File: src/common/trc_arb_consts.svh
// Trace SRAM arbiter constants
// Bus widths, SRAM geometry and sideband size shared by RTL and testbench

`ifndef TRC_ARB_CONSTS_SVH
`define TRC_ARB_CONSTS_SVH

// --------------------
// AHB-Lite side
`define TRC_AHB_AW      32      // Address width
`define TRC_AHB_DW      32      // Data width
`define TRC_AUSER_W     1       // User sideband, bit 0 is the debug bit

// --------------------
// SRAM side
`define TRC_SRAM_AW     10      // Byte address width, word address is [9:2]
`define TRC_SRAM_DEPTH  256     // Words
`define TRC_BWE_W       4       // One enable per byte lane

`endif

File: src/common/trc_arb_pkg.sv
// Trace SRAM arbiter types
// AHB encodings, FSM states and the packed port groups

`default_nettype none

package trc_arb_pkg;

    `include "trc_arb_consts.svh"

    // --------------------
    // AHB encodings
    typedef enum logic [1:0] {
        HTRANS_IDLE   = 2'b00,
        HTRANS_BUSY   = 2'b01,
        HTRANS_NONSEQ = 2'b10,
        HTRANS_SEQ    = 2'b11
    } htrans_e;

    typedef enum logic [2:0] {
        HSIZE_BYTE  = 3'b000,
        HSIZE_HALF  = 3'b001,
        HSIZE_WORD  = 3'b010,
        HSIZE_DWORD = 3'b011
    } hsize_e;

    // --------------------
    // Arbiter states, _W means SB wait, _D means SB data done
    typedef enum logic [3:0] {
        IDLE             = 4'd0,
        SB_ERROR_W       = 4'd1,
        SB_ERROR_D       = 4'd2,
        TE_WR_SB_ERROR_D = 4'd3,
        SB_WRITE_D       = 4'd4,
        TE_WR_SB_SKID_W  = 4'd5,
        SB_READ_W        = 4'd6,
        TE_WR_SB_READ_D  = 4'd7,
        SB_READ_D        = 4'd8,
        TE_WRITE_D       = 4'd9
    } arb_state_e;

    typedef logic [`TRC_AHB_AW-1:0] ahb_addr_t;
    typedef logic [`TRC_AHB_DW-1:0] ahb_data_t;
    typedef logic [`TRC_BWE_W-1:0]  bwe_t;

    // --------------------
    // Port groups
    typedef struct packed {
        ahb_addr_t               haddr;
        hsize_e                  hsize;
        logic                    hwrite;
        logic [`TRC_AUSER_W-1:0] hauser;
    } ahb_req_t;

    typedef struct packed {
        logic                      ce;
        bwe_t                      bwe;
        logic [`TRC_SRAM_AW-1:2]   addr;   // Word address
        ahb_data_t                 wdata;
    } sram_cmd_t;

    typedef struct packed {
        logic      hready;
        logic      hresp;
        ahb_data_t hrdata;
    } sb_resp_t;

endpackage

`default_nettype wire

File: src/trc_arb/trc_arb_req.sv
// Trace SRAM arbiter request stage
// Decodes TE and SB address phases, parks a colliding SB phase in a skid
// register and selects the active request with its byte enables

`default_nettype none

`include "trc_arb_consts.svh"

module trc_arb_req (
    input  wire                         clk_i,
    input  wire                         rst_ni,

    // TE address phase
    input  trc_arb_pkg::htrans_e        te_htrans_i,
    input  trc_arb_pkg::ahb_req_t       te_req_i,

    // SB address phase
    input  wire                         sb_hsel_i,
    input  wire                         sb_hready_i,
    input  trc_arb_pkg::htrans_e        sb_htrans_i,
    input  trc_arb_pkg::ahb_req_t       sb_req_i,

    input  wire                         mode_dbgpriv_i,   // SB needs debug bit
    input  wire                         state_en_i,       // Gate from the FSM

    output logic                        te_req_o,
    output logic                        sb_req_o,
    output logic                        any_req_o,
    output trc_arb_pkg::ahb_req_t       sel_req_o,
    output trc_arb_pkg::bwe_t           sel_bwe_o,
    output logic                        priv_err_o
);

    import trc_arb_pkg::*;

    logic     te_vld;
    logic     sb_vld;
    logic     skid_vld_q;
    logic     skid_vld_d;
    logic     skid_load;
    ahb_req_t skid_q;
    logic     sel_is_sb;

    // --------------------
    // Request decode
    assign te_vld = (te_htrans_i == HTRANS_NONSEQ) || (te_htrans_i == HTRANS_SEQ);
    assign sb_vld = sb_hsel_i && sb_hready_i &&
                    ((sb_htrans_i == HTRANS_NONSEQ) || (sb_htrans_i == HTRANS_SEQ));

    assign te_req_o  = te_vld;
    assign sb_req_o  = sb_vld;
    assign any_req_o = te_vld | sb_vld | skid_vld_q;

    // --------------------
    // Skid buffer
    // Full after a collision, stays full while TE keeps winning
    assign skid_vld_d = te_vld & (sb_vld | skid_vld_q);
    assign skid_load  = te_vld & sb_vld & ~skid_vld_q;

    always_ff @(posedge clk_i or negedge rst_ni) begin
        if (!rst_ni) begin
            skid_vld_q <= 1'b0;
        end else if (state_en_i) begin
            skid_vld_q <= skid_vld_d;
        end
    end

    always_ff @(posedge clk_i) begin
        if (skid_load) begin
            skid_q <= sb_req_i;     // Parked SB address phase
        end
    end

    // --------------------
    // Selection, TE then skid then live SB
    always_comb begin
        sel_req_o = '0;
        sel_is_sb = 1'b0;
        if (te_vld) begin
            sel_req_o = te_req_i;
        end else if (skid_vld_q) begin
            sel_req_o = skid_q;
            sel_is_sb = 1'b1;
        end else if (sb_vld) begin
            sel_req_o = sb_req_i;
            sel_is_sb = 1'b1;
        end
    end

    // Debug privilege only applies to SB transfers
    assign priv_err_o = sel_is_sb & mode_dbgpriv_i & ~sel_req_o.hauser[0];

    // --------------------
    // Byte enables from size and low address bits
    always_comb begin
        sel_bwe_o = '0;             // Reads touch no lane
        if (sel_req_o.hwrite) begin
            case (sel_req_o.hsize)
                HSIZE_BYTE: sel_bwe_o = bwe_t'(4'b0001) << sel_req_o.haddr[1:0];
                HSIZE_HALF: sel_bwe_o = sel_req_o.haddr[1] ? 4'b1100 : 4'b0011;
                HSIZE_WORD,
                HSIZE_DWORD: sel_bwe_o = 4'b1111;
                default: sel_bwe_o = 4'b1111;
            endcase
        end
    end

endmodule

`default_nettype wire

File: src/trc_arb/trc_arb_fsm.sv
// Trace SRAM arbiter state machine
// Sequences SRAM cycles and SB responses, state decoded straight to outputs

`default_nettype none

`include "trc_arb_consts.svh"

module trc_arb_fsm (
    input  wire                         clk_i,
    input  wire                         rst_ni,

    input  wire                         te_req_i,
    input  wire                         sb_req_i,
    input  wire                         any_req_i,
    input  trc_arb_pkg::ahb_req_t       sel_req_i,
    input  trc_arb_pkg::bwe_t           sel_bwe_i,
    input  wire                         priv_err_i,

    input  trc_arb_pkg::ahb_data_t      te_hwdata_i,    // TE data phase
    input  trc_arb_pkg::ahb_data_t      sb_hwdata_i,    // SB data phase
    input  trc_arb_pkg::ahb_data_t      sram_rdata_i,   // One cycle after read

    output logic                        state_en_o,
    output trc_arb_pkg::sram_cmd_t      sram_o,
    output trc_arb_pkg::sb_resp_t       sb_resp_o
);

    import trc_arb_pkg::*;

    arb_state_e                 state_q;
    arb_state_e                 state_d;
    logic                       state_en;
    logic                       sb_pend;
    logic [`TRC_SRAM_AW-1:2]    addr_q;
    bwe_t                       bwe_q;

    // State register only toggles when there is work
    assign state_en   = (state_q != IDLE) | any_req_i;
    assign state_en_o = state_en;

    // SB side has a live request or a parked one
    assign sb_pend = sb_req_i | (state_q == TE_WR_SB_SKID_W);

    // --------------------
    // Next state
    always_comb begin
        state_d = IDLE;
        case (state_q)
            SB_ERROR_W: begin
                state_d = te_req_i ? TE_WR_SB_ERROR_D : SB_ERROR_D;
            end
            SB_READ_W: begin
                state_d = te_req_i ? TE_WR_SB_READ_D : SB_READ_D;
            end
            default: begin
                // Accepting states, TE always wins the SRAM
                if (te_req_i) begin
                    state_d = sb_pend ? TE_WR_SB_SKID_W : TE_WRITE_D;
                end else if (sb_pend) begin
                    if (priv_err_i) begin
                        state_d = SB_ERROR_W;
                    end else if (sel_req_i.hwrite) begin
                        state_d = SB_WRITE_D;
                    end else begin
                        state_d = SB_READ_W;
                    end
                end
            end
        endcase
    end

    always_ff @(posedge clk_i or negedge rst_ni) begin
        if (!rst_ni) begin
            state_q <= IDLE;
        end else if (state_en) begin
            state_q <= state_d;
        end
    end

    // --------------------
    // Address phase capture for the SRAM cycle
    always_ff @(posedge clk_i) begin
        if (any_req_i && !priv_err_i) begin
            addr_q <= sel_req_i.haddr[`TRC_SRAM_AW-1:2];
            bwe_q  <= sel_bwe_i;
        end
    end

    // --------------------
    // Output steering
    always_comb begin
        sram_o           = '0;
        sb_resp_o.hready = 1'b1;
        sb_resp_o.hresp  = 1'b0;
        sb_resp_o.hrdata = '0;
        case (state_q)
            SB_ERROR_W: begin
                sb_resp_o.hready = 1'b0;    // First error cycle
                sb_resp_o.hresp  = 1'b1;
            end
            SB_ERROR_D: begin
                sb_resp_o.hresp = 1'b1;
            end
            TE_WR_SB_ERROR_D: begin
                sb_resp_o.hresp = 1'b1;
                sram_o.ce       = 1'b1;
                sram_o.bwe      = bwe_q;
                sram_o.addr     = addr_q;
                sram_o.wdata    = te_hwdata_i;
            end
            SB_WRITE_D: begin
                sram_o.ce    = 1'b1;
                sram_o.bwe   = bwe_q;
                sram_o.addr  = addr_q;
                sram_o.wdata = sb_hwdata_i;
            end
            TE_WR_SB_SKID_W: begin
                sb_resp_o.hready = 1'b0;    // SB waits behind TE
                sram_o.ce        = 1'b1;
                sram_o.bwe       = bwe_q;
                sram_o.addr      = addr_q;
                sram_o.wdata     = te_hwdata_i;
            end
            SB_READ_W: begin
                sb_resp_o.hready = 1'b0;
                sram_o.ce        = 1'b1;    // Read, bwe_q is zero
                sram_o.bwe       = bwe_q;
                sram_o.addr      = addr_q;
            end
            TE_WR_SB_READ_D: begin
                sb_resp_o.hrdata = sram_rdata_i;
                sram_o.ce        = 1'b1;
                sram_o.bwe       = bwe_q;
                sram_o.addr      = addr_q;
                sram_o.wdata     = te_hwdata_i;
            end
            SB_READ_D: begin
                sb_resp_o.hrdata = sram_rdata_i;
            end
            TE_WRITE_D: begin
                sram_o.ce    = 1'b1;
                sram_o.bwe   = bwe_q;
                sram_o.addr  = addr_q;
                sram_o.wdata = te_hwdata_i;
            end
            default: ;                      // IDLE, ready and quiet
        endcase
    end

endmodule

`default_nettype wire

File: src/trc_arb/trc_arb_top.sv
// Trace SRAM arbiter
// Shares one single-port trace SRAM between the TE and SB AHB-Lite ports

`default_nettype none

`include "trc_arb_consts.svh"

module trc_arb_top (
    input  wire                         clk_i,
    input  wire                         rst_ni,

    // TE port, write only
    input  trc_arb_pkg::htrans_e        te_htrans_i,
    input  trc_arb_pkg::hsize_e         te_hsize_i,
    input  trc_arb_pkg::ahb_addr_t      te_haddr_i,
    input  wire [`TRC_AUSER_W-1:0]      te_hauser_i,
    input  trc_arb_pkg::ahb_data_t      te_hwdata_i,

    // SB port
    input  wire                         sb_hsel_i,
    input  wire                         sb_hready_i,
    input  trc_arb_pkg::htrans_e        sb_htrans_i,
    input  trc_arb_pkg::hsize_e         sb_hsize_i,
    input  wire                         sb_hwrite_i,
    input  trc_arb_pkg::ahb_addr_t      sb_haddr_i,
    input  wire [`TRC_AUSER_W-1:0]      sb_hauser_i,
    input  trc_arb_pkg::ahb_data_t      sb_hwdata_i,
    output logic                        sb_hready_o,
    output logic                        sb_hresp_o,
    output trc_arb_pkg::ahb_data_t      sb_hrdata_o,

    // SRAM
    output logic                        sram_ce_o,
    output trc_arb_pkg::bwe_t           sram_bwe_o,
    output logic [`TRC_SRAM_AW-1:2]     sram_addr_o,
    output trc_arb_pkg::ahb_data_t      sram_wdata_o,
    input  trc_arb_pkg::ahb_data_t      sram_rdata_i,

    input  wire                         mode_dbgpriv_i
);

    import trc_arb_pkg::*;

    ahb_req_t  te_req;
    ahb_req_t  sb_req;
    ahb_req_t  sel_req;
    bwe_t      sel_bwe;
    logic      te_req_vld;
    logic      sb_req_vld;
    logic      any_req;
    logic      priv_err;
    logic      state_en;
    sram_cmd_t sram_cmd;
    sb_resp_t  sb_resp;

    // --------------------
    // Port packing
    assign te_req = '{haddr: te_haddr_i, hsize: te_hsize_i, hwrite: 1'b1, hauser: te_hauser_i};
    assign sb_req = '{haddr: sb_haddr_i, hsize: sb_hsize_i, hwrite: sb_hwrite_i,
                      hauser: sb_hauser_i};

    trc_arb_req u_req (
        .clk_i          (clk_i),
        .rst_ni         (rst_ni),
        .te_htrans_i    (te_htrans_i),
        .te_req_i       (te_req),
        .sb_hsel_i      (sb_hsel_i),
        .sb_hready_i    (sb_hready_i),
        .sb_htrans_i    (sb_htrans_i),
        .sb_req_i       (sb_req),
        .mode_dbgpriv_i (mode_dbgpriv_i),
        .state_en_i     (state_en),
        .te_req_o       (te_req_vld),
        .sb_req_o       (sb_req_vld),
        .any_req_o      (any_req),
        .sel_req_o      (sel_req),
        .sel_bwe_o      (sel_bwe),
        .priv_err_o     (priv_err)
    );

    trc_arb_fsm u_fsm (
        .clk_i          (clk_i),
        .rst_ni         (rst_ni),
        .te_req_i       (te_req_vld),
        .sb_req_i       (sb_req_vld),
        .any_req_i      (any_req),
        .sel_req_i      (sel_req),
        .sel_bwe_i      (sel_bwe),
        .priv_err_i     (priv_err),
        .te_hwdata_i    (te_hwdata_i),
        .sb_hwdata_i    (sb_hwdata_i),
        .sram_rdata_i   (sram_rdata_i),
        .state_en_o     (state_en),
        .sram_o         (sram_cmd),
        .sb_resp_o      (sb_resp)
    );

    // --------------------
    // Port unpacking
    assign sram_ce_o    = sram_cmd.ce;
    assign sram_bwe_o   = sram_cmd.bwe;
    assign sram_addr_o  = sram_cmd.addr;
    assign sram_wdata_o = sram_cmd.wdata;

    assign sb_hready_o  = sb_resp.hready;
    assign sb_hresp_o   = sb_resp.hresp;
    assign sb_hrdata_o  = sb_resp.hrdata;

endmodule

`default_nettype wire

File: config.mk
export PLATFORM = sky130hd
export DESIGN_NAME = trc_arb_top
export DESIGN_NICKNAME = d
export VERILOG_FILES = /design/src/common/trc_arb_pkg.sv /design/src/trc_arb/trc_arb_req.sv /design/src/trc_arb/trc_arb_fsm.sv /design/src/trc_arb/trc_arb_top.sv
export VERILOG_INCLUDE_DIRS = /design/src /design/src/common
export SDC_FILE = /design/constraint.sdc
export NUM_CORES = 1
export LEC_CHECK = 0
export BUFFER_PORTS_ARGS = -buffer_cell sky130_fd_sc_hd__clkbuf_2
export CORE_AREA = 2 2 100 102
export DETAILED_ROUTE_END_ITERATION = 16
export DIE_AREA = 0 0 102 104
export PLACE_DENSITY_LB_ADDON = 0.12
export SETUP_SLACK_MARGIN = 0.5
export SYNTH_ARGS = -nofsm -noshare
export SYNTH_HDL_FRONTEND = slang
export SYNTH_SLANG_ARGS = --single-unit
export TNS_END_PERCENT = 5
File: constraint.sdc
create_clock -name clk_i -period 7.2 [get_ports clk_i]
set_input_delay 1.44 -clock clk_i [delete_from_list [all_inputs] [get_ports clk_i]]
set_output_delay 1.44 -clock clk_i [all_outputs]
set_load 0.02 [all_outputs]
==> results list, run 1 <==
- Yosys cell types: 42
- Total number of yosys warnings: 0
- For the worst-skew pair, the clock arrives at the later sink with an insertion delay of 0.28 ns.
- For this run, the detailed router's first-pass iteration total came to 7.
* Post-Place Cell Area: approximately 3400 um2
- 257 I/O pins were placed.
* Sequential cell area fraction in the yosys report: 41.49%
- Synthesized flop and latch total: 32
- Final period util: 52.77%
* Gate Count Post-Synth: around 230
- Number of logic stages on the critical path including buffering: 4
* Via count: between 2000 and 3000
- The number of failing hold endpoints at the final stage came to 0.
- Maximum clock path buffer count: 2
- Number of buffers inserted for hold repair after clock tree synthesis: 0
- Slew headroom: 22.84%
* Summed area of non-filler cells in the final layout: 3458 um2
- After Yosys synthesis, and, or, nand and nor cells account for between 20% and 30% of the synthesized area.
- Reg clk slew, reported paths: 0.07 ns
- CTS HTree Levels: 2
- VDD sags by at most approximately 0.15 mV.
- Outcome: completed
* Type of the worst min-delay path: flop to flop
- Global-route wire length before repair: ~12 mm
- Critical Path RT: 5.76 ns
- Initial antenna violation count: 0
- After synthesis, the most frequently instantiated cells are 44 x sky130_fd_sc_hd__and2_1, 32 x sky130_fd_sc_hd__a22o_1, 27 x sky130_fd_sc_hd__edfxtp_1.
- After detailed routing, the number of remaining DRC violations is 0.
* Fin nets: 605
* Depth of the most critical reg-to-reg path: 3
- Worst-path cell chain: or3_1 -> and3_1 -> a22o_1 -> clkbuf_2
* Sum of net half-perimeters after detailed placement: around 6.5 mm
* Unrepaired setup endpoints after global routing: false
- Of the post-synthesis cell area, the part taken by muxes is 0%.
- The routed design could run at a clock period as short as 3.799 ns.
- Arrival time worst endpoint: 2.36 ns
* Rows: 36
- Setup violations remaining at the end of the flow were counted as 0.
- The largest individual stage delay along the critical path comes from the cell sky130_fd_sc_hd__and3_1.
- Share of post-route cells with drive strength above 1: 51.87%
- Max-cap violations in this run came to 0.
- After synthesis, the largest family of logic cells by area is compound AO/OA/AOI/OAI gates.
- The top cell type by area accounts for around 36% of the synthesized area.
- The max-slew violation total from the final report is 0.
- The congestion estimate from routability-driven global placement came to 0.7288.
* Clock root buffer master: sky130_fd_sc_hd__clkbuf_8
- The count of buffers added on input and output ports is 209.
- Critical path launch point type: flop
- Synthesis produced a netlist with a net count of 410.
* Combined flip-flop and latch cell area: 935.9 um2
* Total die area: 10610 um2
- In this run the mean area of a mapped cell was 9.724 um2.
- Xor and xnor fraction of the mapped netlist area: 0%
* Core area: 9549 um2
* Upper clock frequency limit: 263.2 MHz
- Arithmetic-cell share of the synthesized area counting full adders, half adders and majority gates: 0%
- Post-CTS timing repair inserted 0 buffers for setup.
- The repair_antennas step left the layout with diodes totalling 0.
- STA classifies the critical path endpoint as an output port.
- Effective utilization at floorplan: 23.62%
* Global routing usage summed across all routing layers: ~14%
* Number of enable-type register cells in the synthesized netlist: 27
- Among all flip-flop cells after synthesis, the most frequent one is sky130_fd_sc_hd__edfxtp_1.
- The most critical setup path has its endpoint at sram_wdata_o[26].
* Vias in the first global route: 2224
* Worst reg2reg path startpoint: u_req.skid_vld_q$_DFFE_PN0P_
- TritonCTS built the clock tree.
* Power density normalized to cell area: 203.4 nW/um2
- Netlist area before placement: 2256 um2
- Layout overhead on the synthesized area: 53.30%
* Number of clock buffers inserted by TritonCTS: 5
- After synthesis, the share of flip-flops with an asynchronous set or reset is 15.63%.
* Static leakage: 1.745 nW
- Detailed Route Iter0 Violations: 98
- ANT nets after route: 0
- Measured along the y axis, the die boundary spans 104 um.
- Across the routed clock network, the largest skew measured is 0.004739 ns.
* Largest net degree at the start of global routing: 36
- After detailed routing, the average wire length per cell comes to 14.05 um.
- Worst Setup Path Type: flop to output port
* Flop2flop setup slack: 4.45 ns
- Critical register-to-register path endpoint: u_fsm.bwe_q[3]$_SDFFCE_PN0P_
- The die is 102 um wide.
- Hold Crit Depth: 2
* # resized after CTS: 0
- Power, Total: 0.7036 mW
- After detailed routing, the total wire length is 7.882 mm.
- Post-detailed-route via-to-cell ratio: 4.469
- Yosys instantiated no cell more often than sky130_fd_sc_hd__and2_1.
- sky130_fd_sc_hd__edfxtp_1 takes more of the synthesized area than any other cell.
- CP bufs+invs: 1
* Measured slew at the worst slew-check pin: 1.151 ns
- The multi-input combinational cells in the finished layout cover a total of around 1200 um2.
- Filler cells: 1028
* Biggest area contributors in the synthesized netlist: sky130_fd_sc_hd__edfxtp_1 36%, sky130_fd_sc_hd__a22o_1 12%, sky130_fd_sc_hd__and2_1 12%
- The clock drives 32 sinks.
* Compound-cell area share of the yosys netlist: ~28%
- Peak fanout along the critical path: 32
* Cell type group with the largest total delay on the critical path: simple AND/OR/NAND/NOR gates
* Total Negative Setup Slacks: 0 ns
* Worst setup startpoint: u_fsm.state_q[3]$_DFFE_PN0P_
- The largest single stage delay on the critical path is 0.90 ns.
- Leftover overflow at the end of global routing: 0
==> sequential cells by signal (all words and copies together), names as in the netlist <==
register and flops:
u_fsm.addr_q 8, u_fsm.state_q 4, u_fsm.bwe_q 4, u_req.skid_q 15, u_req.skid_vld_q 1
==> where the power goes <==
group	internal, mW	switching [mW]	leakage, nW	total [mW]
Combinational	0.122	0.180	1.37	0.303
Sequential	0.216	0.0157	0.322	0.232
Clock	0.103	0.0661	0.0552	0.169
Total	0.441	0.262	1.75	0.704
==> routing by layer <==
metal  vias up  wire length (um)  share of wire (%)  track usage (%)
li1       1257                 -                  -                -
met1      1129              2971                 38            15.70
met2       110              4051                 51            25.00
met3        11               707                9.0            3.427
met4         0               152                1.9            3.714
met5         -                 0                  0                0
==> worst min-delay path, stage by stage (launching register included) <==
cell	delay (ns)
sky130_fd_sc_hd__edfxtp_1	0.32
sky130_fd_sc_hd__a22oi_1	0.08
sky130_fd_sc_hd__o21ai_0	0.13
==> stage by stage <==
stage | utilization, % | worst slack (ns) | hold slack, ns | instances
2_1_floorplan | - | 3.836 | 0.5976 | 232
3_3_place_gp | 35.09 | 3.367 | 0.6198 | 553
3_5_place_dp | 35.09 | 3.332 | 0.6227 | 553
4_1_cts | 36.22 | 3.407 | 0.6415 | 561
5_1_grt | 36.22 | 3.243 | 0.7077 | 561
6_report | 36.22 | 3.401 | 0.6353 | 561
==> final cells by class <==
| class | instances | area share, % |
|---|---|---|
| Multi-Input combinational cell | 176 | 34.23 |
| Timing Repair Buffer | 211 | 30.68 |
| Sequential cell | 32 | 27.06 |
| Tap cell | 133 | 4.812 |
| Clock buffer | 6 | 2.098 |
| Clock inverter | 2 | 1.013 |
| Inverter | 1 | 0.1085 |
==> worst min path at each step <==
stage,end,slack (ns),from
global placement,u_fsm.addr_q[4]$_DFFE_PP_,0.62,u_req.skid_q[9]$_DFFE_PP_
detailed placement,u_fsm.addr_q[4]$_DFFE_PP_,0.62,u_req.skid_q[9]$_DFFE_PP_
floorplan,u_fsm.addr_q[2]$_DFFE_PP_,0.60,u_req.skid_q[7]$_DFFE_PP_
CTS,u_fsm.addr_q[4]$_DFFE_PP_,0.64,u_req.skid_q[9]$_DFFE_PP_
global route,u_fsm.addr_q[8]$_DFFE_PP_,0.71,u_req.skid_q[13]$_DFFE_PP_
finish,u_fsm.addr_q[4]$_DFFE_PP_,0.64,u_req.skid_q[9]$_DFFE_PP_
==> cells in the final DEF (no fill, tap or decap), types with 2 or more instances in the layout <==
cell type	instances
sky130_fd_sc_hd__a21oi_1	3
sky130_fd_sc_hd__o31ai_1	2
sky130_fd_sc_hd__nand2_1	14
sky130_fd_sc_hd__a22o_1	32
sky130_fd_sc_hd__nand3_1	3
sky130_fd_sc_hd__edfxtp_1	27
sky130_fd_sc_hd__a221oi_1	2
sky130_fd_sc_hd__dfrtp_1	5
sky130_fd_sc_hd__clkbuf_8	5
sky130_fd_sc_hd__and3_1	2
sky130_fd_sc_hd__nor2b_1	9
sky130_fd_sc_hd__nor2_1	5
sky130_fd_sc_hd__o211ai_1	2
sky130_fd_sc_hd__buf_4	2
sky130_fd_sc_hd__nand2b_1	2
sky130_fd_sc_hd__clkbuf_2	209
sky130_fd_sc_hd__o22ai_1	2
sky130_fd_sc_hd__a21o_1	2
sky130_fd_sc_hd__and2_1	44
sky130_fd_sc_hd__o21ai_0	22
sky130_fd_sc_hd__a22oi_1	9
sky130_fd_sc_hd__nor3_1	3
==> cell families (layout without fill, tap and decap cells) <==
group | count (synthesis) | after routing
flip-flops | 32 | 32
AND/OR/NAND/NOR | 91 | 91
AO/OA/AOI/OAI | 85 | 85
buffers and inverters | 24 | 220
(Power assumes the default switching activity.)
==> inputs of run 2 (changes only) <==
Settings changed: CORE_AREA 2 2 100 102 to 2 2 101 103, DIE_AREA 0 0 102 104 to 0 0 103 105.
Clock period 7.2 ns to 3.6 ns, I/O delays scaled along.
==> run 2 against run 1 <==
Effect of this change: core utilization shrank 0.35 points; final area is essentially flat; die area up 2.0%; setup slack worse by 2.6 ns; sequential share of layout area about the same; cell count rose by 0.36%; power rose by 92%; count of clock-buffer cells in the layout rose by 2; critical path depth did not move; combinational power is 100% higher; largest cell class unchanged; largest power group unchanged.
==> results list, run 2 (synthesized netlist as in run 1, its figures left out) <==
* Layout Utilization: 35.86%
* Cell type group with the largest total delay on the critical path: compound AO/OA/AOI/OAI gates
- Across every metal layer, demand over resource in global routing totals 13.84%.
- Fill cells in the final layout number 1043.
* Switching pwr: 0.5167 mW
- The critical path is of the flop to output port type.
- Worst setup startpoint: u_fsm.state_q[1]$_DFFE_PN0P_
- Excluding fillers, the count of instances in the completed layout stands at 563.
- Detailed Route Iter0 Violations: between 60 and 70
- Type of destination of the critical path: output port
- Minimum period implied by the final worst setup slack: 2.800 ns
- Setup slack closes at 0.8000 ns.
- Combined flip-flop and latch cell area: 935.9 um2
- Static timing analysis puts the maximum clock frequency at 357.1 MHz.
* Worst-path cell chain: nand2b_1 -> o22ai_1 -> and2_1 -> clkbuf_2
- Flop2flop setup slack: 1.39 ns
- The internal power of the cells totals between 0.8 and 0.9 mW.
- Peak fanout along the critical path: 13
- In the final layout, the multi-input gates occupy 1185 um2.
- Arrival time worst endpoint: 2.08 ns
* Max-capacitance violation count: 0
- The area growth from synthesis to layout is 53.24%.
* Global-route wire length before repair: 11.51 mm
- Together, buffers and inverters on the worst path number 1.
* Register with the most flip-flops: u_req.skid_q
- After detailed routing, the average wire length per cell comes to 14.26 um.
- Net switching is between 30% and 40% of the power.
- Vertical extent of the die: 105 um
- The critical path runs through a total of 4 cells.
- Share of post-route cells with drive strength above 1: 52.09%
* Total die area: approximately 11000 um2
- Number of buffers inserted for hold repair after clock tree synthesis: 0
- The HPWL after detailed placement is approximately 6.7 mm.
- Total wire length after detailed routing: 8.028 mm
* Core area: 9639 um2
* Critical Path RT: between 2 and 3 ns
- In this run the critical register-to-register path is captured at u_fsm.bwe_q[1]$_SDFFCE_PN0P_.
- The via count of the first global-routing pass is 2225.
- Number of clock buffers inserted by TritonCTS: 5
- CTS HTree Levels: 2
- The share of total power dissipated in combinational logic is 44.9%.
* Count of final hold-check violations: 0
- Post-detailed-route via-to-cell ratio: 4.469
- The later pin in the worst-skew pair is clocked with a latency of 0.28 ns.
* Min Hold Slack: 0.2451 ns
* Worst supply voltage drop on vdd: 0.1912 mV
* Final period util: 77.78%
* Worst reg2reg path startpoint: u_req.skid_vld_q$_DFFE_PN0P_
* Post-Place Cell Area: 3366 um2
- Among all stages on the critical path, the largest delay is contributed by sky130_fd_sc_hd__o22ai_1.
* Outcome: completed
- The worst setup path is launched from a flop.
- Leaving out fill and tap cells, the most frequent cell in the layout is sky130_fd_sc_hd__clkbuf_2.
- In this design, the stage delay of the slowest critical-path cell is 0.61 ns.
- Entering global routing, the biggest net connects 36 pins.
- Via count: 2516
- The analysis attributes to cell leakage a power of 1.746 nW.
- # placed instances: 555
- The largest registers in the layout are u_req.skid_q: 15 flops, u_fsm.addr_q: 8 flops.
- Highest-count cells in the layout ignoring fill and taps: 209 x sky130_fd_sc_hd__clkbuf_2, 44 x sky130_fd_sc_hd__and2_1, 32 x sky130_fd_sc_hd__a22o_1
- The pre-antenna-repair detailed-routing pass consisted of 4 iterations.
* Top-level I/O count: 257
- At the pin with the least slew margin, the transition time is 0.9657 ns.
* Power density normalized to cell area: roughly 400 nW/um2
- Maximum clock path buffer count: 2
- Number of clock sinks seen by CTS: 32
* Sequential share of power: 34.4%
- The clock network burns 20.7% of the power.
- The number of antenna violations at the first check in global routing is 0.
- Setup repair after global routing left no endpoint under its margin.
- Total Negative Setup Slacks: 0 ns
- At the placement stage, the worst setup path has a slack of 0.8643 ns.
- Measured against its own limit, the worst slew margin works out to 35.62%.
* Port buffer count: approximately 210
* Leftover overflow at the end of global routing: 0
- ANT nets after route: 0
- The register with the most flip-flops in the layout has 15 of them.
- The clock arrives with 0.004709 ns of skew.
* Die outline width: 103 um
* Type of the worst min-delay path: input pin to asynchronous set/reset pin
* Fin nets: between 600 and 700
- 0 antenna diodes ended up in the layout.
- Summed area of non-filler cells in the final layout: 3457 um2
- Routability-driven placement finished with a final weighted congestion of 0.7487.
- CTS placed an instance of sky130_fd_sc_hd__clkbuf_8 at the clock tree root.
- TritonCTS clock tree: built
- Measured in cells, the most critical reg-to-reg path has a length of 4.
* Reg clk slew, reported paths: around 0.070 ns
* Rows: 36
- Effective utilization at floorplan: 23.40%
* DR DRC count: 0
- Setup violations remaining at the end of the flow were counted as 0.
- Power, Total: roughly 1.4 mW
- Final number of max-transition violations: 0
* Critical Path Sink: sram_bwe_o[1]
==> run 2: power by group through the flow <==
stage | logic (mW) | registers [mW] | clock network, mW
2_1_floorplan | 0.436 | 0.446 | 0
3_3_place_gp | 0.615 | 0.471 | 0
3_5_place_dp | 0.617 | 0.473 | 0
4_1_cts | 0.618 | 0.465 | 0.290
5_1_grt | 0.668 | 0.469 | 0.308
6_report | 0.606 | 0.465 | 0.279
==> run 2: how the worst min path moves through the flow <==
stage	from	end	cells past startpoint
global route	rst_ni	u_fsm.state_q[3]$_DFFE_PN0P_	1
floorplan	rst_ni	u_fsm.state_q[0]$_DFFE_PN0P_	0
global placement	rst_ni	u_fsm.state_q[2]$_DFFE_PN0P_	1
finish	rst_ni	u_fsm.state_q[3]$_DFFE_PN0P_	1
CTS	rst_ni	u_fsm.state_q[3]$_DFFE_PN0P_	1
detailed placement	rst_ni	u_fsm.state_q[3]$_DFFE_PN0P_	1
==> run 2: routing by layer <==
| metal | up-vias | track usage, % | share of wire, % |
|---|---|---|---|
| met4 | 0 | 3.665 | 1.3 |
| met2 | 119 | 26.72 | 54 |
| met5 | - | 0 | 0 |
| li1 | 1266 | - | - |
| met3 | 8 | 3.077 | 8.8 |
| met1 | 1123 | 14.59 | 36 |
==> run 2: layout make-up <==
class,count,area share [%]
clock buffers,8,2.606
inverters,1,0.1086
multi-input cells,176,34.27
flip-flops and latches,32,27.07
well taps,133,4.814
repair buffers,213,31.13
==> run 2: timing repair <==
action                                  in CTS  in global routing
endpoints found under the setup margin       0                 32
buffers inserted                             0                  0
resized for setup                            0                  1
==> inputs of run 3 (changes only) <==
Clock period 3.6 ns to 2.9 ns, I/O delays scaled along.
==> run 3 against run 2 <==
Effect of this change: clock power grew 52%; power up 34%; critical path depth grew 2; clock skew rose by 0.0013 ns; core utilization increased by 1.5 points; register-to-register slack got worse by 0.25 ns; sequential cell count did not move; wire length increased by 3.5%; die area is the same; setup slack got worse by 0.29 ns.
==> results list, run 3 (synthesized netlist as in run 1, its figures left out) <==
- Outcome: completed
* Per-cell routed wire length: 14.46 um
* CTS HTree Levels: 2
- The die covers approximately 11000 um2.
- For this design, the CTS-stage hold fixing added 0 buffers.
- For the pin with the worst max-slew slack, the measured transition is 0.4449 ns.
* Sum of net half-perimeters after detailed placement: approximately 6.7 mm
* Worst-path cell chain: buf_6 -> nand4b_1 -> o31ai_4 -> buf_2 -> and2_1 -> clkbuf_2
- Critical Path RT: 2.32 ns
- For this design the top-level I/O count stands at 257.
* Rows: 36
* Arrival time worst endpoint: 1.81 ns
- Minimum period implied by the final worst setup slack: 2.388 ns
- Once layout is done, the placed cells without fillers occupy between 3000 and 4000 um2.
* Switching pwr: 0.6749 mW
* Number of clock sinks seen by CTS: 32
* Share of post-route cells with drive strength above 1: around 54%
* Detailed Route Iter0 Violations: 30
- Effective utilization at floorplan: 23.40%
- From synthesis to final layout, the design area changed by 59.46%.
- CP bufs+invs: 3
* Highest-count cells in the layout ignoring fill and taps: 208 x sky130_fd_sc_hd__clkbuf_2, 44 x sky130_fd_sc_hd__and2_1, 32 x sky130_fd_sc_hd__a22o_1
- Clock-pin slew was measured on the worst setup and hold paths at roughly 0.070 ns.
- Buffers inserted during clock tree synthesis total 5.
- STA classifies the critical path startpoint as a flop.
- Via count: 2578
- Clock latency on the worst-skew pair: 0.29 ns
- Max Clock Skew: 0.005961 ns
- In this run the worst hold path is classified as input pin to asynchronous set/reset pin.
- # placed instances: 559
- Fraction of power spent switching nets: a little under two fifths
- VDD sags by at most 0.3615 mV.
- The register with the most flip-flops in the layout has 15 of them.
* Worst Setup Path Type: flop to output port
- For this run, the detailed router's first-pass iteration total came to 4.
- Register with the most flip-flops: u_req.skid_q
* Slowest cell delay on critical path: approximately 0.42 ns
- The internal power of the cells totals around 1.1 mW.
* Post-detailed-route via-to-cell ratio: 4.483
- In this run the power density over the cells is between 500 and 600 nW/um2.
- The worst path uses 82.36% of the clock period.
- Per report_power, the combinational group accounts for between 40% and 50% of the total.
- The tree is rooted in a sky130_fd_sc_hd__clkbuf_8.
- Leftover overflow at the end of global routing: 0
- Library cell contributing the largest single delay on the critical path: sky130_fd_sc_hd__dfrtp_1
- Max-capacitance violation count: 0
- Once placement finished, the instance area stood at between 3000 and 4000 um2.
- Headroom to the max-slew limit came out at 70.34%.
- Setup total negative slack on the finished layout was measured at 0 ns.
* Initial antenna violation count: 1
- Broken down by cell family, the worst path's largest delay share belongs to buffers and inverters.
- TritonCTS clock tree: built
- Measured along the x axis, the die boundary spans 103 um.
- In this run the remaining antenna-violating nets after routing total 0.
* Static leakage: 1.819 nW
- The largest registers in the layout are u_req.skid_q: 15 flops, u_fsm.addr_q: 8 flops.
* Core area: 9639 um2
- Vias in the first global route: between 2000 and 2500
- Entering global routing, the biggest net connects 33 pins.
- Buffers placed on the I/O ports in this run total 209.
- Leaving out fill and tap cells, the most frequent cell in the layout is sky130_fd_sc_hd__clkbuf_2.
- The finished layout holds 575 standard cells, fillers aside.
* Clock share of power: about a quarter
- Vertical extent of the die: 105 um
* DR DRC count: 0
- In this run the deepest clock path goes through 2 buffers.
- Global routing used a little over an eighth of the available tracks across all layers.
- The congestion estimate from routability-driven global placement came to 0.7541.
- Peak fanout along the critical path: 16
- Fin nets: 618
- Type of destination of the critical path: output port
- Based on the critical path, the design can be clocked at up to approximately 420 MHz.
* Unrepaired setup endpoints after global routing: true
* Total wire length after detailed routing: between 8 and 9 mm
- The number of failing hold endpoints at the final stage was 0.
- The first global-routing pass estimated 11.21 mm of wire.
* Final number of setup-violating endpoints: 0
- Final number of max-transition violations: 0
- Of the total power, registers draw between 30% and 40%.
-- run 3: changes by cell type in the layout (fill, tap and decap cells not counted), moves of 2 or more --
cell                      previous run  this run
sky130_fd_sc_hd__buf_4               4        10
sky130_fd_sc_hd__buf_6               0         2
sky130_fd_sc_hd__dfrtp_1             5         3
sky130_fd_sc_hd__buf_2               0         3
sky130_fd_sc_hd__dfrtp_2             0         2
-- run 3: timing repair --
action	4_1_cts	5_1_grt
pin swaps	0	0
endpoints found under the setup margin	32	67
gates cloned	0	2
gates resized for setup	6	6
buffers inserted	0	5
-- run 3: per-layer routing --
metal | global-route usage (%) | routed length [um] | vias up
li1 | - | - | 1286
met1 | 13.71 | 3050 | 1172
met5 | 0 | 0 | -
met3 | 3.746 | 734 | 9
met2 | 25.46 | 4385 | 111
met4 | 5.075 | 142 | 0
-- run 3: cell type report --
cell class / instances / area, um2
well taps: 133 / 166.4
fillers: 1031 / 6042
repair buffers: 224 / 1174
inverters: 1 / 3.754
clock inverters: 2 / 35.03
multi-input cells: 176 / 1205
diodes: 1 / 2.502
flip-flops and latches: 32 / 938.4
clock buffers: 6 / 72.57
-- run 3: power groups by stage --
| stage | registers [mW] | clock network [mW] | logic (mW) |
|---|---|---|---|
| 6_report | 0.570 | 0.423 | 0.821 |
| 2_1_floorplan | 0.554 | 0 | 0.541 |
| 3_5_place_dp | 0.578 | 0 | 0.786 |
| 5_1_grt | 0.575 | 0.451 | 0.897 |
| 4_1_cts | 0.569 | 0.432 | 0.792 |
| 3_3_place_gp | 0.576 | 0 | 0.786 |
-- run 3: worst paths after layout --
path / slack, ns / endpoint / cells after the start / from
setup reg to reg: 1.14 / u_fsm.bwe_q[2]$_SDFFCE_PN0P_ / 4 / u_req.skid_vld_q$_DFFE_PN0P_
hold reg to reg: 0.62 / u_fsm.addr_q[5]$_DFFE_PP_ / 2 / u_req.skid_q[10]$_DFFE_PP_
min in group clk_i: 0.48 / u_req.skid_q[11]$_DFFE_PP_ / 1 / sb_haddr_i[6]
hold / removal: 0.10 / u_req.skid_vld_q$_DFFE_PN0P_ / 1 / rst_ni
max in group asynchronous: 2.64 / u_fsm.state_q[1]$_DFFE_PN0P_ / 1 / rst_ni
setup / recovery: 0.51 / sb_hrdata_o[31] / 6 / u_fsm.state_q[3]$_DFFE_PN0P_
-- run 3: per-stage QoR --
| stage | setup slack [ns] | total power [mW] | hold slack, ns | util (%) |
|---|---|---|---|---|
| floorplan | 0.4310 | 1.095 | 0.2844 | - |
| global placement | 0.3105 | 1.362 | 0.4061 | 35.23 |
| finish | 0.5116 | 1.814 | 0.1009 | 37.32 |
| global route | 0.4324 | 1.923 | 0.1036 | 37.32 |
| detailed placement | 0.2876 | 1.364 | 0.4083 | 35.23 |
| CTS | 0.4941 | 1.793 | 0.09954 | 36.50 |
